--- src/design/conv_1x1_defs.svh ---
`ifndef CONV_1X1_DEFS_SVH
`define CONV_1X1_DEFS_SVH

////////////////////////////////////////////////////////////
// Data widths, signed Q8.8
////////////////////////////////////////////////////////////

// Pixel and weight value
`define CNN_DATA_WIDTH 16
// Fraction bits of a value
`define CNN_FRAC_BITS 8
// One full product
`define CNN_PROD_WIDTH 32
// Two products plus carry
`define CNN_SUM_WIDTH 33

////////////////////////////////////////////////////////////
// Weight set, 2 in x 2 out x 1 x 1
////////////////////////////////////////////////////////////

`define CNN_WEIGHT_NUM 4
`define CNN_WPTR_WIDTH 2

`endif

--- src/design/cnn_data_pkg.sv ---
`include "conv_1x1_defs.svh"

package cnn_data_pkg;

	////////////////////////////////////////////////////////////
	// Scalar values
	////////////////////////////////////////////////////////////

	// Signed Q8.8 value, pixel channel or weight
	typedef logic signed [`CNN_DATA_WIDTH-1:0] cnn_data_t;

	// Q16.16 product of two values
	typedef logic signed [`CNN_PROD_WIDTH-1:0] cnn_prod_t;

	// Sum of two products, one guard bit
	typedef logic signed [`CNN_SUM_WIDTH-1:0] cnn_sum_t;

	////////////////////////////////////////////////////////////
	// Grouped values
	////////////////////////////////////////////////////////////

	// Two-channel pixel, into execute and out of result
	typedef struct packed {
		cnn_data_t ch0;
		cnn_data_t ch1;
	} cnn_pixel_t;

	// One sum per output channel
	typedef struct packed {
		cnn_sum_t sum0;
		cnn_sum_t sum1;
	} cnn_sum_pair_t;

endpackage

--- src/design/conv_1x1_ctrl_pkg.sv ---
package conv_1x1_ctrl_pkg;

	////////////////////////////////////////////////////////////
	// Input stream
	////////////////////////////////////////////////////////////

	// Tag on each stream word
	typedef enum logic {
		KIND_WEIGHT = 1'b0,
		KIND_PIXEL  = 1'b1
	} cnn_kind_e;

	// Tagged word, one per valid cycle
	typedef struct packed {
		cnn_kind_e               kind;
		cnn_data_pkg::cnn_data_t data;
	} cnn_word_t;

	////////////////////////////////////////////////////////////
	// Decode FSM
	////////////////////////////////////////////////////////////

	// LOAD collects weights, FETCH moves them into execute,
	// RUN pairs pixel words
	typedef enum logic [1:0] {
		ST_LOAD  = 2'd0,
		ST_FETCH = 2'd1,
		ST_RUN   = 2'd2
	} decode_state_e;

endpackage

--- src/design/cnn_fifo_delay.sv ---
`timescale 1ns/1ps

module cnn_fifo_delay #(
	parameter int DATA_WIDTH    = 16,
	parameter int DATA_DEPTH    = 4,
	parameter int POINTER_WIDTH = 2
) (
	input  logic                  clk,
	input  logic                  reset,
	input  logic                  write,
	input  logic                  read,
	input  logic [DATA_WIDTH-1:0] data_in,
	output logic [DATA_WIDTH-1:0] data_out,
	output logic                  full,
	output logic                  empty
);

	localparam logic [POINTER_WIDTH-1:0] PTR_LAST   = POINTER_WIDTH'(DATA_DEPTH - 1);
	localparam logic [POINTER_WIDTH:0]   COUNT_FULL = (POINTER_WIDTH + 1)'(DATA_DEPTH);

	logic [DATA_WIDTH-1:0]    mem [DATA_DEPTH];
	logic [POINTER_WIDTH-1:0] wr_ptr;
	logic [POINTER_WIDTH-1:0] rd_ptr;
	// One extra bit so full and empty differ
	logic [POINTER_WIDTH:0]   count;
	logic                     do_write;
	logic                     do_read;

	assign full     = (count == COUNT_FULL);
	assign empty    = (count == '0);
	assign do_read  = read && !empty;
	// A pop in the same cycle frees a slot
	assign do_write = write && (!full || do_read);

	////////////////////////////////////////////////////////////
	// Pointers and occupancy
	////////////////////////////////////////////////////////////

	always_ff @(posedge clk) begin
		if (reset) begin
			wr_ptr <= '0;
			rd_ptr <= '0;
			count  <= '0;
		end else begin
			if (do_write)
				wr_ptr <= (wr_ptr == PTR_LAST) ? '0 : wr_ptr + 1'b1;
			if (do_read)
				rd_ptr <= (rd_ptr == PTR_LAST) ? '0 : rd_ptr + 1'b1;
			case ({do_write, do_read})
				2'b10:   count <= count + 1'b1;
				2'b01:   count <= count - 1'b1;
				default: count <= count;
			endcase
		end
	end

	// Storage, read data lands one edge after the pop
	always_ff @(posedge clk) begin
		if (do_write)
			mem[wr_ptr] <= data_in;
		if (do_read)
			data_out <= mem[rd_ptr];
	end

	// Writer must not overrun a full buffer
	assert property (@(posedge clk) disable iff (reset) (write && full) |-> read);
	// Reader must not pop an empty buffer
	assert property (@(posedge clk) disable iff (reset) read |-> !empty);

endmodule

--- src/design/conv_1x1_buffer_weights.sv ---
`timescale 1ns/1ps
`include "conv_1x1_defs.svh"

module conv_1x1_buffer_weights (
	input  logic                    clk,
	input  logic                    reset,
	input  logic                    w_write,
	input  cnn_data_pkg::cnn_data_t w_data,
	input  logic                    load_weights,
	output cnn_data_pkg::cnn_data_t buf_weight,
	output logic                    weights_loaded
);

	// Input stage, one cycle ahead of the FIFO write
	logic                    w_valid_q;
	cnn_data_pkg::cnn_data_t w_data_q;

	////////////////////////////////////////////////////////////
	// Input register
	////////////////////////////////////////////////////////////

	always_ff @(posedge clk) begin
		if (reset)
			w_valid_q <= 1'b0;
		else
			w_valid_q <= w_write;
	end

	always_ff @(posedge clk) begin
		if (w_write)
			w_data_q <= w_data;
	end

	////////////////////////////////////////////////////////////
	// Weight FIFO, four entries
	////////////////////////////////////////////////////////////

	cnn_fifo_delay #(
		.DATA_WIDTH   (`CNN_DATA_WIDTH),
		.DATA_DEPTH   (`CNN_WEIGHT_NUM),
		.POINTER_WIDTH(`CNN_WPTR_WIDTH)
	) u_fifo (
		.clk     (clk),
		.reset   (reset),
		.write   (w_valid_q),
		.read    (load_weights),
		.data_in (w_data_q),
		.data_out(buf_weight),
		.full    (),
		.empty   ()
	);

	// Sticky, sets on first fetch and stays until reset
	always_ff @(posedge clk) begin
		if (reset)
			weights_loaded <= 1'b0;
		else if (load_weights)
			weights_loaded <= 1'b1;
	end

endmodule

--- src/design/conv_1x1_decode.sv ---
`timescale 1ns/1ps
`include "conv_1x1_defs.svh"

module conv_1x1_decode (
	input  logic                         clk,
	input  logic                         reset,
	input  logic                         in_valid,
	input  conv_1x1_ctrl_pkg::cnn_word_t in_word,
	output logic                         w_write,
	output cnn_data_pkg::cnn_data_t      w_data,
	output logic                         load_weights,
	output logic                         w_capture,
	output logic                         pix_valid,
	output cnn_data_pkg::cnn_pixel_t     pix
);

	// Terminal value for both counters
	localparam logic [`CNN_WPTR_WIDTH:0] CNT_LAST = (`CNN_WPTR_WIDTH + 1)'(`CNN_WEIGHT_NUM);

	conv_1x1_ctrl_pkg::decode_state_e state;
	logic [`CNN_WPTR_WIDTH:0]         w_cnt;
	logic [`CNN_WPTR_WIDTH:0]         f_cnt;
	// Ch0 word held, waiting for ch1
	logic                             half;
	cnn_data_pkg::cnn_data_t          ch0_q;
	logic                             is_weight;
	logic                             is_pixel;
	logic                             in_run;
	logic                             load_full;

	////////////////////////////////////////////////////////////
	// Word classification
	////////////////////////////////////////////////////////////

	assign is_weight = in_valid && (in_word.kind == conv_1x1_ctrl_pkg::KIND_WEIGHT);
	assign is_pixel  = in_valid && (in_word.kind == conv_1x1_ctrl_pkg::KIND_PIXEL);
	assign in_run    = (state == conv_1x1_ctrl_pkg::ST_RUN);
	assign load_full = (w_cnt == CNT_LAST);

	// Weights accepted in RUN or while the set is still short
	assign w_write = is_weight
		&& (in_run || (state == conv_1x1_ctrl_pkg::ST_LOAD && !load_full));
	assign w_data  = in_word.data;

	// Four pops, then one idle FETCH cycle for the last capture
	assign load_weights = (state == conv_1x1_ctrl_pkg::ST_FETCH) && (f_cnt != CNT_LAST);

	////////////////////////////////////////////////////////////
	// FSM
	////////////////////////////////////////////////////////////

	always_ff @(posedge clk) begin
		if (reset) begin
			state     <= conv_1x1_ctrl_pkg::ST_LOAD;
			w_cnt     <= '0;
			f_cnt     <= '0;
			half      <= 1'b0;
			pix_valid <= 1'b0;
			w_capture <= 1'b0;
		end else begin
			w_capture <= load_weights;
			pix_valid <= 1'b0;
			case (state)
				conv_1x1_ctrl_pkg::ST_LOAD: begin
					// Full set, input register drains this cycle
					if (load_full) begin
						state <= conv_1x1_ctrl_pkg::ST_FETCH;
						w_cnt <= '0;
						f_cnt <= '0;
					end else if (w_write) begin
						w_cnt <= w_cnt + 1'b1;
					end
				end
				conv_1x1_ctrl_pkg::ST_FETCH: begin
					if (f_cnt == CNT_LAST)
						state <= conv_1x1_ctrl_pkg::ST_RUN;
					else
						f_cnt <= f_cnt + 1'b1;
				end
				conv_1x1_ctrl_pkg::ST_RUN: begin
					// Reload, this word is weight one of the new set
					if (is_weight) begin
						state <= conv_1x1_ctrl_pkg::ST_LOAD;
						w_cnt <= (`CNN_WPTR_WIDTH + 1)'(1);
						half  <= 1'b0;
					end else if (is_pixel) begin
						pix_valid <= half;
						half      <= !half;
					end
				end
				default: state <= conv_1x1_ctrl_pkg::ST_LOAD;
			endcase
		end
	end

	// Pixel pairing, ch0 held then pair sent with ch1
	always_ff @(posedge clk) begin
		if (in_run && is_pixel) begin
			if (half) begin
				pix.ch0 <= ch0_q;
				pix.ch1 <= in_word.data;
			end else begin
				ch0_q <= in_word.data;
			end
		end
	end

	// A pair leaves only while RUN still holds
	assert property (@(posedge clk) disable iff (reset) pix_valid |-> in_run);
	// Fetch is one unbroken burst of four pops inside FETCH
	assert property (@(posedge clk) disable iff (reset)
		$rose(load_weights) |->
			(load_weights && state == conv_1x1_ctrl_pkg::ST_FETCH)[*4] ##1 !load_weights);

endmodule

--- src/design/conv_1x1_execute.sv ---
`timescale 1ns/1ps
`include "conv_1x1_defs.svh"

module conv_1x1_execute (
	input  logic                        clk,
	input  logic                        reset,
	input  logic                        w_capture,
	input  cnn_data_pkg::cnn_data_t     buf_weight,
	input  logic                        pix_valid,
	input  cnn_data_pkg::cnn_pixel_t    pix,
	output logic                        sum_valid,
	output cnn_data_pkg::cnn_sum_pair_t sums
);

	// Order w00, w01, w10, w11
	cnn_data_pkg::cnn_data_t  weight [`CNN_WEIGHT_NUM];
	logic [`CNN_WPTR_WIDTH-1:0] widx;
	cnn_data_pkg::cnn_prod_t  prod [`CNN_WEIGHT_NUM];
	logic                     prod_valid;

	////////////////////////////////////////////////////////////
	// Weight registers
	////////////////////////////////////////////////////////////

	// Index wraps after four captures, ready for a reload
	always_ff @(posedge clk) begin
		if (reset)
			widx <= '0;
		else if (w_capture)
			widx <= widx + 1'b1;
	end

	always_ff @(posedge clk) begin
		if (w_capture)
			weight[widx] <= buf_weight;
	end

	////////////////////////////////////////////////////////////
	// Two-stage multiply-add
	////////////////////////////////////////////////////////////

	always_ff @(posedge clk) begin
		if (reset) begin
			prod_valid <= 1'b0;
			sum_valid  <= 1'b0;
		end else begin
			prod_valid <= pix_valid;
			sum_valid  <= prod_valid;
		end
	end

	// Stage 1, full-width signed products
	always_ff @(posedge clk) begin
		if (pix_valid) begin
			// Out ch0
			prod[0] <= weight[0] * pix.ch0;
			prod[1] <= weight[1] * pix.ch1;
			// Out ch1
			prod[2] <= weight[2] * pix.ch0;
			prod[3] <= weight[3] * pix.ch1;
		end
	end

	// Stage 2, guard bit keeps the sum exact
	always_ff @(posedge clk) begin
		if (prod_valid) begin
			sums.sum0 <= prod[0] + prod[1];
			sums.sum1 <= prod[2] + prod[3];
		end
	end

endmodule

--- src/design/conv_1x1_result.sv ---
`timescale 1ns/1ps
`include "conv_1x1_defs.svh"

module conv_1x1_result (
	input  logic                        clk,
	input  logic                        reset,
	input  logic                        sum_valid,
	input  cnn_data_pkg::cnn_sum_pair_t sums,
	output logic                        out_valid,
	output cnn_data_pkg::cnn_pixel_t    out_pixel
);

	// Largest positive Q8.8 value, 32767
	localparam cnn_data_pkg::cnn_data_t DATA_MAX = {1'b0, {(`CNN_DATA_WIDTH - 1){1'b1}}};
	localparam cnn_data_pkg::cnn_sum_t  SAT_MAX  = cnn_data_pkg::cnn_sum_t'(DATA_MAX);

	////////////////////////////////////////////////////////////
	// ReLU, rescale from Q16.16 back to Q8.8, clamp
	////////////////////////////////////////////////////////////

	function automatic cnn_data_pkg::cnn_data_t relu_scale(input cnn_data_pkg::cnn_sum_t sum);
		cnn_data_pkg::cnn_sum_t shifted;
		shifted = sum >>> `CNN_FRAC_BITS;
		if (sum < 0)
			return '0;
		if (shifted > SAT_MAX)
			return DATA_MAX;
		return cnn_data_pkg::cnn_data_t'(shifted[`CNN_DATA_WIDTH-1:0]);
	endfunction

	always_ff @(posedge clk) begin
		if (reset)
			out_valid <= 1'b0;
		else
			out_valid <= sum_valid;
	end

	always_ff @(posedge clk) begin
		if (sum_valid) begin
			out_pixel.ch0 <= relu_scale(sums.sum0);
			out_pixel.ch1 <= relu_scale(sums.sum1);
		end
	end

	// Weights and pixels upstream all known by the time a result leaves
	assert property (@(posedge clk) disable iff (reset) out_valid |-> !$isunknown(out_pixel));

endmodule

--- src/design/conv_1x1_top.sv ---
`timescale 1ns/1ps

module conv_1x1_top (
	input  logic                         clk,
	input  logic                         reset,
	input  logic                         in_valid,
	input  conv_1x1_ctrl_pkg::cnn_word_t in_word,
	output logic                         out_valid,
	output cnn_data_pkg::cnn_pixel_t     out_pixel,
	output logic                         weights_loaded
);

	////////////////////////////////////////////////////////////
	// Internal nets
	////////////////////////////////////////////////////////////

	// Weight path
	logic                        w_write;
	cnn_data_pkg::cnn_data_t     w_data;
	logic                        load_weights;
	logic                        w_capture;
	cnn_data_pkg::cnn_data_t     buf_weight;
	// Pixel path
	logic                        pix_valid;
	cnn_data_pkg::cnn_pixel_t    pix;
	logic                        sum_valid;
	cnn_data_pkg::cnn_sum_pair_t sums;

	// Stream split, FSM, pixel pairing
	conv_1x1_decode u_decode (
		.clk         (clk),
		.reset       (reset),
		.in_valid    (in_valid),
		.in_word     (in_word),
		.w_write     (w_write),
		.w_data      (w_data),
		.load_weights(load_weights),
		.w_capture   (w_capture),
		.pix_valid   (pix_valid),
		.pix         (pix)
	);

	conv_1x1_buffer_weights u_buffer_weights (
		.clk           (clk),
		.reset         (reset),
		.w_write       (w_write),
		.w_data        (w_data),
		.load_weights  (load_weights),
		.buf_weight    (buf_weight),
		.weights_loaded(weights_loaded)
	);

	// Two cycles, pixel in to sums out
	conv_1x1_execute u_execute (
		.clk       (clk),
		.reset     (reset),
		.w_capture (w_capture),
		.buf_weight(buf_weight),
		.pix_valid (pix_valid),
		.pix       (pix),
		.sum_valid (sum_valid),
		.sums      (sums)
	);

	conv_1x1_result u_result (
		.clk      (clk),
		.reset    (reset),
		.sum_valid(sum_valid),
		.sums     (sums),
		.out_valid(out_valid),
		.out_pixel(out_pixel)
	);

endmodule

--- config.mk ---
export PLATFORM = sky130hd
export DESIGN_NAME = conv_1x1_top
export DESIGN_NICKNAME = d
export VERILOG_FILES = /design/src/design/cnn_data_pkg.sv /design/src/design/conv_1x1_ctrl_pkg.sv /design/src/design/cnn_fifo_delay.sv /design/src/design/conv_1x1_buffer_weights.sv /design/src/design/conv_1x1_decode.sv /design/src/design/conv_1x1_execute.sv /design/src/design/conv_1x1_result.sv /design/src/design/conv_1x1_top.sv
export VERILOG_INCLUDE_DIRS = /design/src /design/src/design
export SDC_FILE = /design/constraint.sdc
export NUM_CORES = 2
export LEC_CHECK = 0
export ABC_CLOCK_PERIOD_IN_PS = 15050
export BUFFER_PORTS_ARGS = -buffer_cell sky130_fd_sc_hd__buf_2
export CORE_UTILIZATION = 65
export CTS_BUF_LIST = sky130_fd_sc_hd__clkbuf_4 sky130_fd_sc_hd__clkbuf_8 sky130_fd_sc_hd__clkbuf_16
export DETAILED_ROUTE_END_ITERATION = 8
export PLACE_DENSITY = 0.86
export SLEW_MARGIN = 20
export SYNTH_ARGS = -nofsm -noshare
export SYNTH_HDL_FRONTEND = slang
export SYNTH_SLANG_ARGS = --single-unit
--- constraint.sdc ---
create_clock -name clk -period 15.05 [get_ports clk]
set_input_delay 3.01 -clock clk [delete_from_list [all_inputs] [get_ports clk]]
set_output_delay 3.01 -clock clk [all_outputs]
set_load 0.05 [all_outputs]
==> results by group <==
Outcome
  • Status: finished, final reports clean

Die
  • Height of the chip: 296.2 um
  • Die Area: 87760 sq um
  • Ports: 54
  • Initial cell density of the core: 0.6588
  • Core Footprint: 85410 sq um
  • Rows: 107
  • Die width: 296.2 um

Worst setup path
  • Critical Path AT: 7.26 ns
  • CP Depth: 18
  • CP Class: reg -> reg
  • Crit-path most repeated cell: fa_1
  • Startpoint Class: flop
  • Crit end category: flop
  • Required @ worst endpoint: 15.39 ns
  • Worst path top cell family by delay: adder cells
  • Largest stage delay, worst path: 0.79 ns
  • Cells along the critical path: buf_4, inv_1, nor2_1, fa_1, fa_1, fa_1, fa_1, fa_1, inv_1, fa_1, inv_1, ha_1, nand4_1, nor4_1, o211ai_1, a21oi_1, nor4_1, nand3b_1
  • Worst path slowest cell: inv_1
  • Worst-path fanout max: 25
  • Buffers plus inverters on the worst setup path: 4
  • Worst Reg-to-Reg Cells: 18

Place
  • IO Port Bufs: 53
  • # placed instances: 6404
  • Post-place instance area: 57590 sq um
  • Dpl ws: 8.307 ns
  • Placed wire-length estimate: 98.99 mm
  • Placer Congestion: 0.9112

Final layout
  • Nets: 6778
  • Design Area, Final: 59130 sq um
  • Filler Cell Count: 5888
  • Area of the multi-input gates: 38190 sq um
  • Seq. cell area: 13060 sq um
  • Layout area overhead: 5.085%
  • Layout cells sized above 1: 0.04101
  • Final std cells w/o fill: 6487

STA
  • Worst-margin pin slew: 1.115 ns
  • Final min period: 6.921 ns
  • Setup ws final: 8.129 ns
  • Worst slew margin: 0.2554
  • Clock Skew: 0.05569 ns
  • Hold Fails Final Rpt: 0
  • Fmax: 0.1445 GHz
  • Setup TNS: 0 ns
  • RSZ-0062 raised after global routing: false
  • Final Cycle Share: 0.4599
  • Final Max Slew Viols: 0
  • # setup viols final: 0

Hold path
  • Hold depth: 0
  • Hold Crit Class: reg -> reg

Synth
  • Largest area contributor in the netlist: fa_1
  • Count of mapped cells out of synthesis: 5347
  • Fraction of registers with async set/reset: 0
  • Synth top area cells: fa_1, edfxtp_1, ha_1, inv_1, and2_1
  • Yosys reg bits: 443
  • Count leader, synth: inv_1
  • Ys flop type: edfxtp_1
  • Synthesized area per cell: 10.52 sq um
  • Yosys top cell area share: 0.3732
  • Sequential-to-total area share from yosys stat: 0.2320
  • Post-synth cell types: 83
  • EDFF count, synth: 418
  • Mapped Area: 56270 sq um
  • Synth top cells by count: inv_1, fa_1, nand2_1
  • Yosys warning total: 0

Detailed routing
  • Vias per inst: 5.757
  • Final WL: 129.3 mm
  • Total number of vias: 37350
  • DRT antenna net count: 0
  • Initial DRC count: 2722
  • Detailed-route DRC error count: 0
  • First-pass DRT Iterations: 6
  • Wire per inst: 19.93 um

CTS
  • # Post-CTS Setup Buffers: 0
  • Hold_buf cts: 0
  • Clk slew on worst S/H paths: 0.07 ns
  • Clock latency on the worst-skew pair: 0.60 ns
  • H-Tree Depth: 2
  • Deepest clock path buffer count: 3
  • Root buffer cell: clkbuf_16
  • PostCTS Resize Cnt: 0
  • CTS tree: yes
  • Clk sink count: 443
  • CTS Buf Count: 43

Pwr
  • PwrDens: 43.12 nW/um^2
  • LEAKAGE: 27.68 nW
  • Design Power: 0.002550 W
  • Maximum vdd drop: 0.09788 mV

Global routing
  • First-pass GRT wire length: 213.0 mm
  • Vias in the first global route: 41090
  • GR Overflow Total: 0
  • Total track usage: 0.3133
  • Pin count of the biggest net entering global routing: 82
  • Initial antenna violation count: 6

Job
  • Max cap viols: 0
power by group:
part	internal [W]	switching (W)	leakage, nW
clock network	0.000640	0.000534	0.746
logic	0.0000131	0.0000221	23.0
registers	0.00134	0.00000367	3.97
total	0.00199	0.000559	27.7
cell families after synthesis:
| family | count (synthesis) | share of synthesized area |
|---|---|---|
| flops | 443 | 0.2320 |
| fa+ha+maj | 1452 | 0.4628 |
| other cells | 1 | 0.00006664 |
| compound gates | 433 | 0.05141 |
| xor+xnor | 171 | 0.02661 |
| mux | 22 | 0.007493 |
| buf+inv | 1343 | 0.08972 |
| simple gates | 1482 | 0.1300 |
layer usage:
metal | wire length (um) | track usage | share of wire
met4 | 6621 | 0.1401 | 0.051
met1 | 47270 | 0.3947 | 0.37
met3 | 11390 | 0.05636 | 0.088
met2 | 63950 | 0.5307 | 0.49
met5 | 37 | 0 | 0.00029
layout make-up:
class                   count  share of cell area
inverters                1165             0.07395
flip-flops and latches    443              0.2208
repair buffers             91            0.009521
clock inverters            33            0.006940
well taps                1144             0.02421
diodes                      3           0.0001270
multi-input cells        3562              0.6457
clock buffers              46             0.01868
state kept, by name (all words and copies together), names as in the netlist, 3 cells and up:
signal / cells
u_buffer_weights.u_fifo.count: 3
u_buffer_weights.u_fifo.data_out: 16
u_buffer_weights.u_fifo.mem: 64
u_buffer_weights.w_data_q: 16
u_decode.ch0_q: 16
u_decode.f_cnt: 3
u_decode.pix: 32
u_decode.w_cnt: 3
u_execute.prod: 128
u_execute.sums: 50
u_execute.weight: 64
u_result.out_pixel: 32
path summary, 6_finish.rpt:
kind                                         endpoint  slack [ns]                from
worst max-delay path            u_execute.prod[2][30]        8.13    u_decode.pix[31]
worst min-delay path                 u_decode.pix[28]        0.42  u_decode.ch0_q[12]
worst max register to register  u_execute.prod[2][30]        8.13    u_decode.pix[31]
worst min register to register       u_decode.pix[28]        0.42  u_decode.ch0_q[12]
per-stage QoR:
step	hold WS [ns]	util
after floorplan	0.4003	-
after CTS	0.4183	0.6920
final	0.4160	0.6923
after global routing	0.4128	0.6922
after global placement	0.4013	0.6743
after detailed placement	0.4054	0.6743
cells in the final DEF (no fill, tap or decap), drive strengths merged, types with 15 or more instances in the layout:
master	synthesis	routed
xnor2	129	129
and3	15	15
and2	508	508
nor2	222	222
clkbuf	173	46
a21o	60	60
a31oi	18	18
nand2	545	545
edfxtp	418	418
nand4	15	15
buf	5	91
a211oi	25	25
inv	1165	1175
dfxtp	25	25
nand2b	36	36
mux4	16	16
nor2b	19	19
clkinv	0	16
fa	1049	1049
o21bai	16	16
nand3	38	38
nor3	38	38
o21ai	71	71
ha	403	403
o21a	25	25
xor2	42	42
a21oi	122	122
Power figures use the tool's default switching activity.
